--- src/hdl/dma_pkg.sv ---
/* shared types and constants for the DMA subsystem
   register indices are the upper I/O address byte, all at low byte AF hex */
package dma_pkg;

    localparam int DRAM_AW = 21;   // word address, 4 MB of 16-bit words
    localparam int WORD_W  = 16;
    localparam int NUM_STB = 9;

    typedef logic [DRAM_AW-1:0] dram_addr_t;
    typedef logic [WORD_W-1:0]  dram_word_t;
    typedef logic [7:0]         zbyte_t;
    typedef logic [7:0]         pal_addr_t;
    typedef logic [2:0]         dev_t;

    // device codes from the control byte
    localparam dev_t DEV_RAM   = 3'b001;
    localparam dev_t DEV_SPI   = 3'b010;
    localparam dev_t DEV_IDE   = 3'b011;  // no controller behind it
    localparam dev_t DEV_CRAM  = 3'b100;
    localparam dev_t DEV_SFILE = 3'b101;

    localparam zbyte_t DMA_PORT_LO = 8'hAF;

    localparam zbyte_t REG_SADDRL = 8'h1A;
    localparam zbyte_t REG_SADDRH = 8'h1B;
    localparam zbyte_t REG_SADDRX = 8'h1C;
    localparam zbyte_t REG_DADDRL = 8'h1D;
    localparam zbyte_t REG_DADDRH = 8'h1E;
    localparam zbyte_t REG_DADDRX = 8'h1F;
    localparam zbyte_t REG_LEN    = 8'h26;
    localparam zbyte_t REG_CTRL   = 8'h27;
    localparam zbyte_t REG_NUM    = 8'h28;

    // bit positions in the strobe vector
    localparam int STB_SADDRL = 0;
    localparam int STB_SADDRH = 1;
    localparam int STB_SADDRX = 2;
    localparam int STB_DADDRL = 3;
    localparam int STB_DADDRH = 4;
    localparam int STB_DADDRX = 5;
    localparam int STB_LEN    = 6;
    localparam int STB_LAUNCH = 7;
    localparam int STB_NUM    = 8;

    typedef enum logic [1:0] {MEM_IDLE, MEM_ACCESS, MEM_DONE} mem_state_t;

endpackage

--- src/hdl/dram_port.sv ---
/* one access per request on a synchronous word memory, 3 cycles each
   memory must return the read word in the cycle after the address */
`timescale 1ns/1ps

module dram_port
    import dma_pkg::*;
(
    input  logic       clk,
    input  logic       rst_n,
    input  logic       dram_req,
    input  logic       dram_rnw,
    input  dram_addr_t dram_addr,
    input  dram_word_t dram_wrdata,
    output dram_word_t dram_rddata,
    output logic       dram_next,
    output dram_addr_t mem_addr,
    output logic       mem_we,
    output dram_word_t mem_wdata,
    input  dram_word_t mem_rdata
);

    mem_state_t state;
    logic       start;

    assign start = (state == MEM_IDLE) && dram_req;

    always_ff @(posedge clk)
    begin
        if (!rst_n)
        begin
            state  <= MEM_IDLE;
            mem_we <= 1'b0;
        end
        else
        begin
            case (state)
                MEM_IDLE:
                    if (dram_req)
                    begin
                        state  <= MEM_ACCESS;
                        mem_we <= !dram_rnw;
                    end
                MEM_ACCESS:
                begin
                    state  <= MEM_DONE;
                    mem_we <= 1'b0;
                end
                default: state <= MEM_IDLE;   // MEM_DONE
            endcase
        end
    end

    // address and write word held from access through done
    always_ff @(posedge clk)
    begin
        if (start)
        begin
            mem_addr  <= dram_addr;
            mem_wdata <= dram_wrdata;
        end
    end

    assign dram_next   = (state == MEM_DONE);
    assign dram_rddata = mem_rdata;

    a_we_write: assert property (@(posedge clk) disable iff (!rst_n)
        $rose(mem_we) |-> $past(!dram_rnw && dram_req));

endmodule

--- config.mk ---
export PLATFORM = sky130hd
export DESIGN_NAME = dram_port
export DESIGN_NICKNAME = d
export VERILOG_FILES = /design/src/hdl/dma_pkg.sv /design/src/hdl/dram_port.sv
export SDC_FILE = /design/constraint.sdc
export NUM_CORES = 1
export LEC_CHECK = 0
export ABC_AREA = 1
export BUFFER_PORTS_ARGS = -buffer_cell sky130_fd_sc_hd__clkbuf_2
export CAP_MARGIN = 10
export CELL_PAD_IN_SITES_DETAIL_PLACEMENT = 1
export CELL_PAD_IN_SITES_GLOBAL_PLACEMENT = 2
export CORE_MARGIN = 8
export CORE_UTILIZATION = 20
export CTS_CLUSTER_SIZE = 14
export DETAILED_ROUTE_END_ITERATION = 12
export PLACE_DENSITY = 0.81
export SYNTH_ARGS = -nofsm -noshare
export SYNTH_HDL_FRONTEND = slang
export SYNTH_SLANG_ARGS = --single-unit
--- constraint.sdc ---
create_clock -name clk -period 1.9 [get_ports clk]
set_clock_uncertainty 0.2 [all_clocks]
set_input_delay 0.19 -clock clk [delete_from_list [all_inputs] [get_ports clk]]
set_output_delay 0.19 -clock clk [all_outputs]
set_load 0.01 [all_outputs]
# Yosys cells after proc, flatten, opt, wreduce, memory -nomap -nowiden
# Cells that the tools add are included.
classes:
  n_eq_ne: 3
  n_reduce_logical: 5
  n_mux: 4
op_table:
  columns: ["operator", "n"]
  rows:
  - ["$pmux 2 s2", 1]
  - ["$eq 2x1->1 const B", 1]
  - ["$eq 2x2->1 const B", 1]
  - ["$logic_not 2->1", 1]
  - ["$mux 2", 1]
  - ["$ne 2x2->1 const B", 1]
  - ["$pmux 1 s2", 1]
  - ["$reduce_and 2->1", 1]
  - ["$reduce_bool 2->1", 1]
  - ["$logic_and 1x1->1", 1]
  - ["$logic_not 1->1", 1]
  - ["$mux 1", 1]
totals:
  output_inout_bits: 55
  regBits: 40
  inputBits: 57
  wordCells: 16

# Logic depth before layout (Yosys ltp)
# Gate-level depths: netlist (run 1).
depth:
  word_depth: 3
  ltp_mapped: 6

# Worst setup path after synthesis (run 1)
# Ideal clock, no wire load.
synth_timing:
  path_kind: "register -> register"
  start: "register state[1]"
  end: "register mem_addr[0], enable pin"
  path_stages_with_launch: 4
  synth_period_minus_slack_ns: 1.814
  setup_ns: 0.392
  t_arrival_ns: 1.222
  path_slack_ns: 0.086
  cell_sequence: "dfxtp_1 > nor2_2 > nand2_2 > inv_1"
synth_via:
  elab_chain_cells: 2
synth_lines:
  columns: ["item", "line_no", "text"]
  rows:
  - ["start, declared", "dram_port.sv:22", "mem_state_t state;"]
  - ["start signal, assigned", "dram_port.sv:31", "state <= MEM_IDLE;"]
  - ["start signal, assigned", "dram_port.sv:40", "state <= MEM_ACCESS;"]
  - ["start signal, assigned", "dram_port.sv:45", "state <= MEM_DONE;"]
  - ["$logic_not 2->1", "dram_port.sv:25", "assign start = (state == MEM_IDLE) && dram_req;"]
  - ["$logic_and 1x1->1", "dram_port.sv:25", null]
  - ["named net start", "dram_port.sv:23", "logic start;"]
  - ["end signal, assigned", "dram_port.sv:58", "mem_addr <= dram_addr;"]
  - ["end, declared", "dram_port.sv:16", "output dram_addr_t mem_addr,"]
# The timed path passes the listed nets, and every way through them passes these cells.
# A chain may end at the register's enable or synchronous reset.

# Worst setup path in the final report (run 1)
layout_timing:
  start: "input dram_req"
  end: "register mem_addr[10], enable pin"
layout_via:
  elab_chain_cells: 1
layout_lines:
  columns: ["item", "line_no", "text"]
  rows:
  - ["start, declared", "dram_port.sv:10", "input logic dram_req,"]
  - ["$logic_and 1x1->1", "dram_port.sv:25", null]
  - ["named net start", "dram_port.sv:23", null]
# The timed path passes the listed nets, and every way through them passes these cells.

==> results of run 1 <==
kinds of logic after synthesis:
logic type | Yosys count | share of synthesized area, %
AND/OR/NAND/NOR | 11 | 3.689
flip-flops | 40 | 86.35
buffers and inverters | 20 | 9.963
cell type report:
class                      count  area (µm²)  area share (%)
clock buffer                   7       76.32           3.431
timing repair buffer         119       805.8           36.22
clock inverter                 1       3.754          0.1687
sequential                    40        1171           52.64
inverter                       4       15.01          0.6749
tap                           80       100.1           4.499
antenna                        1       2.502          0.1125
multi-input combinational     11       50.05           2.250
worst max path at each step:
stage	end	slack [ns]	cells past startpoint
floorplan	mem_addr[0]	0.09	3
global route	mem_addr[0]	0.39	5
detailed placement	mem_wdata[1]	0.53	4
global placement	mem_addr[11]	0.56	4
finish	mem_addr[10]	0.43	5
CTS	mem_wdata[12]	0.46	5
repair_timing:
| item | CTS | global route |
|---|---|---|
| resized for setup | 0 | 0 |
| hold buffers | 39 | 0 |
| endpoints found under the hold margin | 40 | 0 |
power breakdown:
part           internal (mW)  switching (mW)  total [mW]
logic                  0.124           0.106       0.230
registers               1.03          0.0161        1.04
clock network          0.256           0.267       0.522
total                   1.41           0.389        1.80
cell usage after synthesis, drive strengths merged:
cell type	instances
dfxtp	3
nor2	5
nand3	1
inv	4
edfxtp	37
nand2	5
buf	16
worst max-delay path: stages:
cell and delay [ns]:
dlygate4sd3_1 0.53, clkbuf_2 0.12, nand2_2 0.06, inv_1 0.09
buf_12 0.22
stage by stage:
stage | setup WS (ns) | total power, mW | instances | area [µm²] | util, %
after floorplan | 0.08595 | 1.157 | 71 | 1356 | -
after global placement | 0.5606 | 1.228 | 215 | 1752 | 26.22
after detailed placement | 0.5266 | 1.235 | 215 | 1752 | 26.22
after CTS | 0.4633 | 1.829 | 262 | 2222 | 33.26
after global routing | 0.3879 | 1.879 | 263 | 2225 | 33.30
final | 0.4345 | 1.797 | 263 | 2225 | 33.30
layer usage:
layer | share of wire, % | routed length [µm]
met3 | 7.4 | 281
met5 | 0 | 0
met2 | 60 | 2253
met1 | 31 | 1161
met4 | 2.0 | 75
state kept, by name (all words and copies together) (netlist names):
signal / count
state: 2
mem_addr: 21
mem_wdata: 16
mem_we: 1
==> key figures, run 1 <==
Logic synthesis
  – Mapped Avg Cell Area: 19.10 µm²
  – Synth cell types: 9
  – Yosys top cell by area: edfxtp_1
  – #FFs+latches synth: 40
  – Seq/Total Area, Yosys: 86.35%
  – Synth Cell Area: 0.001356 mm²
  – Synth warnings: 0
  – Post-synth net total: 128
  – Main area contributors after synthesis: edfxtp_1 82%, buf_4 8.9%, dfxtp_1 4.4%
  – Post-Synthesis Cells: 71
  – Yosys top cell area share: 81.92%

Global route
  – First-pass GRT wire length: 5899 µm
  – Initial antenna violation count: 1
  – Gr busiest metal: met2
  – Vias in the first global route: 1101
  – Tot GR Track Use: 7.910%
  – Congestion Overflow GR: 0
  – Met3 Use GR: 2.916%
  – Largest net degree at the start of global routing: 38
  – GR Util met2: 15.80%
  – Met1 Resource Use GR: 6.545%

Floorplanning
  – Starting Density: 20.30%
  – Die width: 98.35 µm
  – Die Height: 98.35 µm
  – Io pins: 112
  – Die area: 0.009673 mm²
  – Core Box Area: 0.006681 mm²
  – Row count: 30

Power
  – PwrDens: 807.7 mW/mm²
  – VDD IR-drop max: 279.5 µV
  – Pleak: 0.9646 nW

Placement
  – Buffers on Ports: 79
  – Detailed placement HPWL: 2713 µm
  – Gp weighted congestion: 0.6449

Timing
  – Unrepaired setup endpoints after global routing: false
  – Fin crit period: 1.465 ns
  – Peak Freq: 0.6824 GHz
  – Final setup TNS: 0 ns
  – Finish-stage setup viols: 0
  – Least-Margin Pin Slew: 0.2026 ns
  – Fin. max-slew vios: 0
  – Final Hold Slack: 0.01162 ns
  – Final Hold Fails: 0
  – Period utilisation layout: 77.13%
  – Worst slew margin: 86.49%

Min path
  – Worst min-delay path endpoint: mem_we
  – Hold Startpoint: dram_rnw
  – Worst hold path type: in -> reg
  – Worst Hold Depth: 4

Route
  – Vias after detailed routing: 950
  – 1st-iter DRT viols: 18
  – DR WL/cell: 14.34 µm
  – Total Wirelength: 3772 µm
  – Vias per inst: 3.612
  – Drt drc: 0
  – TritonRoute pass-1 iters: 3
  – Final ANT Viol Nets: 0

Worst setup path
  – RR Endpoint: mem_addr[10]
  – Worst Path Max Fanout: 37
  – Critical path class: in -> reg
  – Crit. End Element: flop
  – R2R cell count: 4
  – Worst flop-to-flop path startpoint: state[1]
  – Crit path launch type: input pin
  – Worst R2R Setup Slack: 0.53 ns
  – Crit path launch: dram_req
  – CP Data Arrival Time: 1.24 ns
  – Critical path data required time: 1.67 ns

Cells and area
  – P&R area growth vs syn: 64.02%
  – Commonest non-fill, non-tap cell in the layout: clkbuf_2
  – Commonest non-fill, non-tap cells in the layout: 79 x clkbuf_2, 39 x dlygate4sd3_1, 37 x edfxtp_1, 5 x clkbuf_8
  – Filler cells: 733
  – # nets final: 238
  – Share of layout cells above drive strength 1: 48.35%

Clocking
  – CTS buffer count: 5
  – CTS tree: built
  – Clk buf depth: 2
  – Clk sinks: 40
  – H-tree depth: 2
  – Post-CTS Setup Inserts: 0
  – Clock root cell: clkbuf_8
  – Reg clk slew, reported paths: 0.07 ns
  – Clock latency on the worst-skew pair: 0.28 ns

Job
  – Max-Cap Viols: 0

Run status
  – Outcome: finished clean
Note: power is estimated with default switching activity, not from simulation.
==> run 2, diff against run 1 <==
--- a/config.mk
+++ b/config.mk
@@ -5,16 +5,16 @@
 export SDC_FILE = /design/constraint.sdc
 export NUM_CORES = 1
 export LEC_CHECK = 0
-export ABC_AREA = 1
+export ABC_AREA = 0
 export BUFFER_PORTS_ARGS = -buffer_cell sky130_fd_sc_hd__clkbuf_2
 export CAP_MARGIN = 10
 export CELL_PAD_IN_SITES_DETAIL_PLACEMENT = 1
 export CELL_PAD_IN_SITES_GLOBAL_PLACEMENT = 2
 export CORE_MARGIN = 8
-export CORE_UTILIZATION = 20
+export CORE_UTILIZATION = 22
 export CTS_CLUSTER_SIZE = 14
 export DETAILED_ROUTE_END_ITERATION = 12
-export PLACE_DENSITY = 0.81
+export PLACE_DENSITY = 0.83
 export SYNTH_ARGS = -nofsm -noshare
 export SYNTH_HDL_FRONTEND = slang
 export SYNTH_SLANG_ARGS = --single-unit
==> constraint.sdc (replaced) <==
create_clock -name clk -period 1.49 [get_ports clk]
set_clock_uncertainty 0.2 [all_clocks]
set_input_delay 0.149 -clock clk [delete_from_list [all_inputs] [get_ports clk]]
set_output_delay 0.149 -clock clk [all_outputs]
set_load 0.01 [all_outputs]
==> key figures, run 2 <==
Route
  – Total Wirelength: 3904 µm (+3.5%)
  – Vias per inst: 3.676 (+1.8%)
  – 1st-iter DRT viols: 10 (-8)
  – Vias after detailed routing: 919 (-3.3%)
  – TritonRoute pass-1 iters: 2 (-1)
  – DR WL/cell: 15.62 µm (+8.9%)
  – Final ANT Viol Nets: 0 (unchanged)
  – Drt drc: 0 (unchanged)

Worst setup path
  – CP Data Arrival Time: 1.18 ns (-0.06 ns)
  – Worst R2R Setup Slack: 0.1 ns (-0.43 ns)
  – Crit path launch type: flop
  – Crit. End Element: flop
  – Critical path class: reg -> reg
  – Critical path data required time: 1.27 ns (-0.40 ns)
  – Worst Path Max Fanout: 37 (unchanged)

Run status
  – Outcome: finished clean

Cells and area
  – Non-Filler Instances: 250 (-4.9%)
  – Top reg by flops: mem_addr
  – # nets final: 231 (-2.9%)
  – Filler cells: 619 (-16%)
  – Commonest non-fill, non-tap cell in the layout: clkbuf_2
  – Final Util: 37.45% (+4.2 points)
  – # diodes: 0 (-1)
  – Area of the multi-input gates: 62.56 µm² (+25%)
  – P&R area growth vs syn: 64.53%
  – Share of layout cells above drive strength 1: 50.86% (+2.5 points)
  – Largest regs: mem_addr (21), mem_wdata (16), state (2)
  – Commonest non-fill, non-tap cells in the layout: 79 x clkbuf_2, 39 x dlygate4sd3_1, 37 x edfxtp_1, 5 x clkbuf_8
  – FF/Latch Area: 0.001172 mm² (+0.11%)
  – Max FFs per register: 21 (unchanged)

Floorplanning
  – Die area: 0.008886 mm² (-8.1%)
  – Die Height: 94.27 µm (-4.2%)
  – Io pins: 112 (unchanged)
  – Starting Density: 22.76% (+2.5 points)
  – Core Box Area: 0.005921 mm² (-11%)
  – Die width: 94.27 µm (-4.2%)
  – Row count: 28 (-6.7%)

Global route
  – First-pass GRT wire length: 5954 µm (+0.93%)
  – Vias in the first global route: 1088 (-1.2%)
  – Initial antenna violation count: 0 (-1)
  – Largest net degree at the start of global routing: 38 (unchanged)
  – Tot GR Track Use: 9.108% (+1.2 points)
  – Congestion Overflow GR: 0 (unchanged)

Timing
  – Final setup TNS: 0 ns (unchanged)
  – Fin crit period: 1.391 ns
  – Least-Margin Pin Slew: 0.2391 ns (+0.03651 ns)
  – Finish-stage setup viols: 0 (unchanged)
  – Final Hold Fails: 0 (unchanged)
  – Worst slew margin: 84.04% (-2.5 points)
  – Unrepaired setup endpoints after global routing: false
  – Final Hold Slack: 0.05355 ns (+0.04193 ns)
  – Peak Freq: 0.7186 GHz
  – Period utilisation layout: 93.39%
  – Fin. max-slew vios: 0 (unchanged)

Logic synthesis
  – Synth cell types: 10 (+1)
  – Yosys top cell by area: edfxtp_1
  – Main area contributors after synthesis: edfxtp_1 82%, buf_4 8.9%, dfxtp_1 4.5%
  – Post-Synthesis Cells: 64 (-9.9%)
  – Seq/Total Area, Yosys: 86.91% (+0.56 points)
  – Most frequent cell after synthesis: edfxtp_1
  – Mapped Avg Cell Area: 21.06 µm² (+10%)
  – Top post-synthesis cells by count: 37 x edfxtp_1, 16 x buf_4, 3 x dfxtp_1, 2 x nor2b_1
  – EDFF count, synth: 37 (unchanged)
  – #FFs+latches synth: 40 (unchanged)
  – Synth Cell Area: 0.001348 mm² (-0.65%)
  – Post-synth net total: 121 (-5.5%)
  – Asr flop ratio synth: 0% (unchanged)
  – Synth Flop Type: edfxtp_1
  – Synth warnings: 0 (unchanged)
  – Yosys top cell area share: 82.45% (+0.53 points)

Job
  – Max-Cap Viols: 0 (unchanged)

Clocking
  – H-tree depth: 2 (unchanged)
  – Clock latency on the worst-skew pair: 0.28 ns (about the same)
  – CTS buffer count: 5 (unchanged)
  – CTS tree: built
  – Reg clk slew, reported paths: 0.07 ns (about the same)
  – Clock root cell: clkbuf_8
  – Clk buf depth: 2 (unchanged)
  – Clk sinks: 40 (unchanged)
  – Post-CTS Setup Inserts: 0 (unchanged)

Placement
  – Gp weighted congestion: 0.6791 (+5.3%)
  – Detailed placement HPWL: 3239 µm (+19%)
  – Buffers on Ports: 79 (unchanged)
  – Placed Instances: 203 (-5.6%)

Power
  – PwrDens: 1029 mW/mm² (+27%)
  – Pleak: 0.9486 nW (-1.7%)
  – VDD IR-drop max: 289.8 µV (+3.7%)

Min path
  – Worst hold path type: in -> reg
-- run 2: repair_timing --
action,CTS,global route
hold endpoints to repair,40,0
endpoints found under the setup margin,0,0
hold buffers,39,0
resized for setup,0,0
-- run 2: through the flow --
step | worst slack [ns] | power [mW] | cell area (µm²)
2_1_floorplan | -0.4948 | 1.471 | 1355
3_3_place_gp | 0.1340 | 1.570 | 1744
3_5_place_dp | 0.09737 | 1.576 | 1744
4_1_cts | 0.08613 | 2.328 | 2217
5_1_grt | 0.02762 | 2.394 | 2217
6_report | 0.09850 | 2.282 | 2217
-- run 2: layout make-up --
| cell class | instances | area share (%) |
|---|---|---|
| Tap cell | 75 | 4.232 |
| Multi-Input combinational cell | 8 | 2.822 |
| Clock buffer | 5 | 3.104 |
| Timing Repair Buffer | 119 | 36.34 |
| Clock inverter | 3 | 0.6208 |
| Sequential cell | 40 | 52.88 |
-- run 2: kinds of logic (layout without fill, tap and decap cells) --
group / after synthesis / in the layout / synth area share, %
compound gates: 2 / 2 / 1.300
buf+inv: 16 / 127 / 8.914
flops: 40 / 40 / 86.91
simple gates: 6 / 6 / 2.878
-- run 2: metal layers --
metal / GRT usage [%] / share of wire [%] / vias up
met4: 3.699 / 1.6 / 0
met1: 8.353 / 32 / 413
met2: 15.93 / 53 / 56
met5: 0 / 0 / -
met3: 5.436 / 14 / 13
li1: - / - / 437
-- run 2: where the power goes --
group          leakage (nW)  internal (mW)  switching [mW]  total, mW
Combinational         0.524          0.159           0.127      0.286
Sequential            0.379           1.31          0.0234       1.33
Clock                0.0453          0.317           0.344      0.661
-- run 2: path summary, 6_finish.rpt --
path / start / end / depth (start not counted)
min reg2reg: state[0] / state[1] / 2
min: dram_req / mem_we / 3
max reg2reg: state[0] / mem_wdata[8] / 2
max: state[0] / mem_wdata[8] / 2
-- run 2: critical path, cell delays in order, from the launching register on --
cell	delay [ns]
dfxtp_2	0.35
nor3b_4	0.27
buf_12	0.26
==> run 3, diff against run 2 <==
--- a/config.mk
+++ b/config.mk
@@ -5,16 +5,17 @@
 export SDC_FILE = /design/constraint.sdc
 export NUM_CORES = 1
 export LEC_CHECK = 0
-export ABC_AREA = 0
+export ABC_AREA = 1
 export BUFFER_PORTS_ARGS = -buffer_cell sky130_fd_sc_hd__clkbuf_2
 export CAP_MARGIN = 10
 export CELL_PAD_IN_SITES_DETAIL_PLACEMENT = 1
 export CELL_PAD_IN_SITES_GLOBAL_PLACEMENT = 2
+export CORE_ASPECT_RATIO = 0.8
 export CORE_MARGIN = 8
 export CORE_UTILIZATION = 22
 export CTS_CLUSTER_SIZE = 14
 export DETAILED_ROUTE_END_ITERATION = 12
-export PLACE_DENSITY = 0.83
+export PLACE_DENSITY = 0.84
 export SYNTH_ARGS = -nofsm -noshare
 export SYNTH_HDL_FRONTEND = slang
 export SYNTH_SLANG_ARGS = --single-unit
==> key figures, run 3 (synthesized netlist as in run 1, its figures left out) <==
Timing
  – Unrepaired setup endpoints after global routing: false
  – Finish-stage setup viols: 0 (unchanged)
  – Fin crit period: 1.428 ns (+0.03664 ns)
  – Fin. max-slew vios: 0 (unchanged)
  – Period utilisation layout: 95.85% (+2.5 points)
  – Peak Freq: 0.7002 GHz (-2.6%)
  – Least-Margin Pin Slew: 0.1640 ns (-0.07505 ns)
  – Final Hold Fails: 0 (unchanged)
  – Final setup TNS: 0 ns (unchanged)
  – Worst slew margin: 89.06% (+5.0 points)

Clocking
  – CTS buffer count: 5 (unchanged)
  – Reg clk slew, reported paths: 0.07 ns (about the same)
  – CTS tree: built
  – Clock root cell: clkbuf_8
  – Clk sinks: 40 (unchanged)
  – H-tree depth: 2 (unchanged)
  – Clk buf depth: 2 (unchanged)
  – Clock latency on the worst-skew pair: 0.28 ns (about the same)

Global route
  – Vias in the first global route: 1178 (+8.3%)
  – Initial antenna violation count: 0 (unchanged)
  – Congestion Overflow GR: 0 (unchanged)
  – Tot GR Track Use: 8.879% (-0.23 points)
  – Largest net degree at the start of global routing: 25 (-34%)
  – First-pass GRT wire length: 6182 µm (+3.8%)

Power
  – VDD IR-drop max: 528.4 µV (+82%)
  – Comb power frac: 12.3% (-0.2 points)
  – Internal power: 1.965 mW (+9.9%)
  – Net Switching: 0.5181 mW (+4.7%)
  – Sequential share of power: 53.8% (-4.7 points)
  – Total power: 2.483 mW (+8.8%)
  – PwrDens: 1086 mW/mm² (+5.5%)
  – Pleak: 0.9837 nW (+3.7%)
  – Clock power share: 33.9% (+4.9 points)
  – Net Sw Frac: 20.87% (-0.81 points)

Cells and area
  – Share of layout cells above drive strength 1: 51.09% (+0.23 points)
  – Non-Filler Instances: 265 (+6.0%)
  – P&R area growth vs syn: 68.54%
  – Largest regs: mem_addr (21), mem_wdata (16), state (2)
  – Post-route cell area: 0.002286 mm² (+3.1%)
  – Top reg by flops: mem_addr
  – # diodes: 0 (unchanged)
  – Final Util: 38.46% (+1.0 points)
  – Commonest non-fill, non-tap cells in the layout: 78 x clkbuf_2, 41 x dlygate4sd3_1, 37 x edfxtp_1, 5 x clkbuf_8, 4 x nand2_1
  – Max FFs per register: 21 (unchanged)
  – # nets final: 240 (+3.9%)
  – Commonest non-fill, non-tap cell in the layout: clkbuf_2

Floorplanning
  – Die width: 103.8 µm (+10%)
  – Core Box Area: 0.005943 mm² (+0.38%)
  – Starting Density: 22.82% (+0.061 points)
  – Row count: 25 (-11%)
  – Die Height: 86.23 µm (-8.5%)
  – Die area: 0.008949 mm² (+0.71%)
  – Io pins: 112 (unchanged)

Worst setup path
  – Max incr delay on CP: 0.54 ns (+0.19 ns)
  – CP max stage cell: dlygate4sd3_1
  – Critical path data required time: 1.52 ns (+0.25 ns)
  – CP Data Arrival Time: 1.45 ns (+0.27 ns)
  – Worst Path Max Fanout: 3 (-92%)
  – Crit path launch type: flop
  – Worst Path Buf+Inv: 1 (unchanged)
  – CP delay by family, top: buffers and inverters
  – Crit. End Element: flop
  – Critical path class: reg -> reg
  – Cell Chain, Critical Path: nor2_4 > nand2_2 > nor2_2 > dlygate4sd3_1

Route
  – Final ANT Viol Nets: 0 (unchanged)
  – DR WL/cell: 14.67 µm (-6.1%)
  – TritonRoute pass-1 iters: 3 (+1)
  – 1st-iter DRT viols: 11 (+1)
  – Vias after detailed routing: 961 (+4.6%)
  – Total Wirelength: 3887 µm (-0.44%)
  – Drt drc: 0 (unchanged)
  – Vias per inst: 3.626 (-1.3%)

Run status
  – Outcome: finished clean

Placement
  – Detailed placement HPWL: 2946 µm (-9.1%)
  – Gp weighted congestion: 0.6842 (+0.75%)
  – Placed cell area: 0.001767 mm² (+1.3%)
  – Placed Instances: 217 (+6.9%)
  – Buffers on Ports: 79 (unchanged)

Min path
  – Worst hold path type: in -> reg

Job
  – Max-Cap Viols: 0 (unchanged)
## run 3: cell types whose count changed in the layout (fill, tap and decap cells not counted), sizes merged, moves of 2 or more
cell,delta
nand2,+4
inv,+3
dlygate4sd3,+2
nor2,+4
nor2b,-2
## run 3: worst register-to-register path, cell delays in order, from the launching register on
cell           delay [ns]
dfxtp_2              0.34
nor2_4               0.11
nand2_2              0.09
nor2_2               0.08
dlygate4sd3_1        0.54
## run 3: layer usage
layer  wire (µm)  up-vias  global-route usage [%]
li1            -      456                       -
met4          76        0                   4.980
met5           0        -                       0
met1        1495      447                   9.075
met3         246        9                   2.965
met2        2069       49                   15.87
## run 3: stage by stage
step | hold WS [ns] | setup slack (ns)
3_5_place_dp | 0.09807 | 0.1280
6_report | 0.07346 | 0.06186
3_3_place_gp | 0.09807 | 0.1534
2_1_floorplan | 0.04787 | -0.06288
5_1_grt | 0.09802 | 0.006269
4_1_cts | 0.03529 | 0.02457
## run 3: final timing paths
| check | slack (ns) | from | endpoint | cells past startpoint |
|---|---|---|---|---|
| worst max-delay path | 0.06 | state[1] | state[0] | 4 |
| worst max register to register | 0.06 | state[1] | state[0] | 4 |
| worst min-delay path | 0.07 | dram_req | mem_we | 5 |
| worst min register to register | 0.32 | state[0] | state[1] | 2 |
## run 3: what timing repair did
item                       4_1_cts  5_1_grt
hold endpoints to repair        40        0
gates resized for setup          0        3
setup endpoints to repair        0        1
hold buffers                    41        0
buffers inserted                 0        0
## run 3: layout make-up
cell class,count,area (µm²)
repair buffers,121,828.3
clock inverters,3,37.54
flip-flops and latches,40,1174
inverters,4,18.77
fillers,636,3657
multi-input cells,11,57.56
clock buffers,5,68.82
well taps,81,101.3
## run 3: power by group through the flow
stage	sequential [mW]	clock [mW]	combinational, mW
6_report	1.34	0.842	0.305
5_1_grt	1.34	0.929	0.333
4_1_cts	1.34	0.875	0.311
3_5_place_dp	1.36	0	0.225
3_3_place_gp	1.36	0	0.220
2_1_floorplan	1.39	0	0.0834
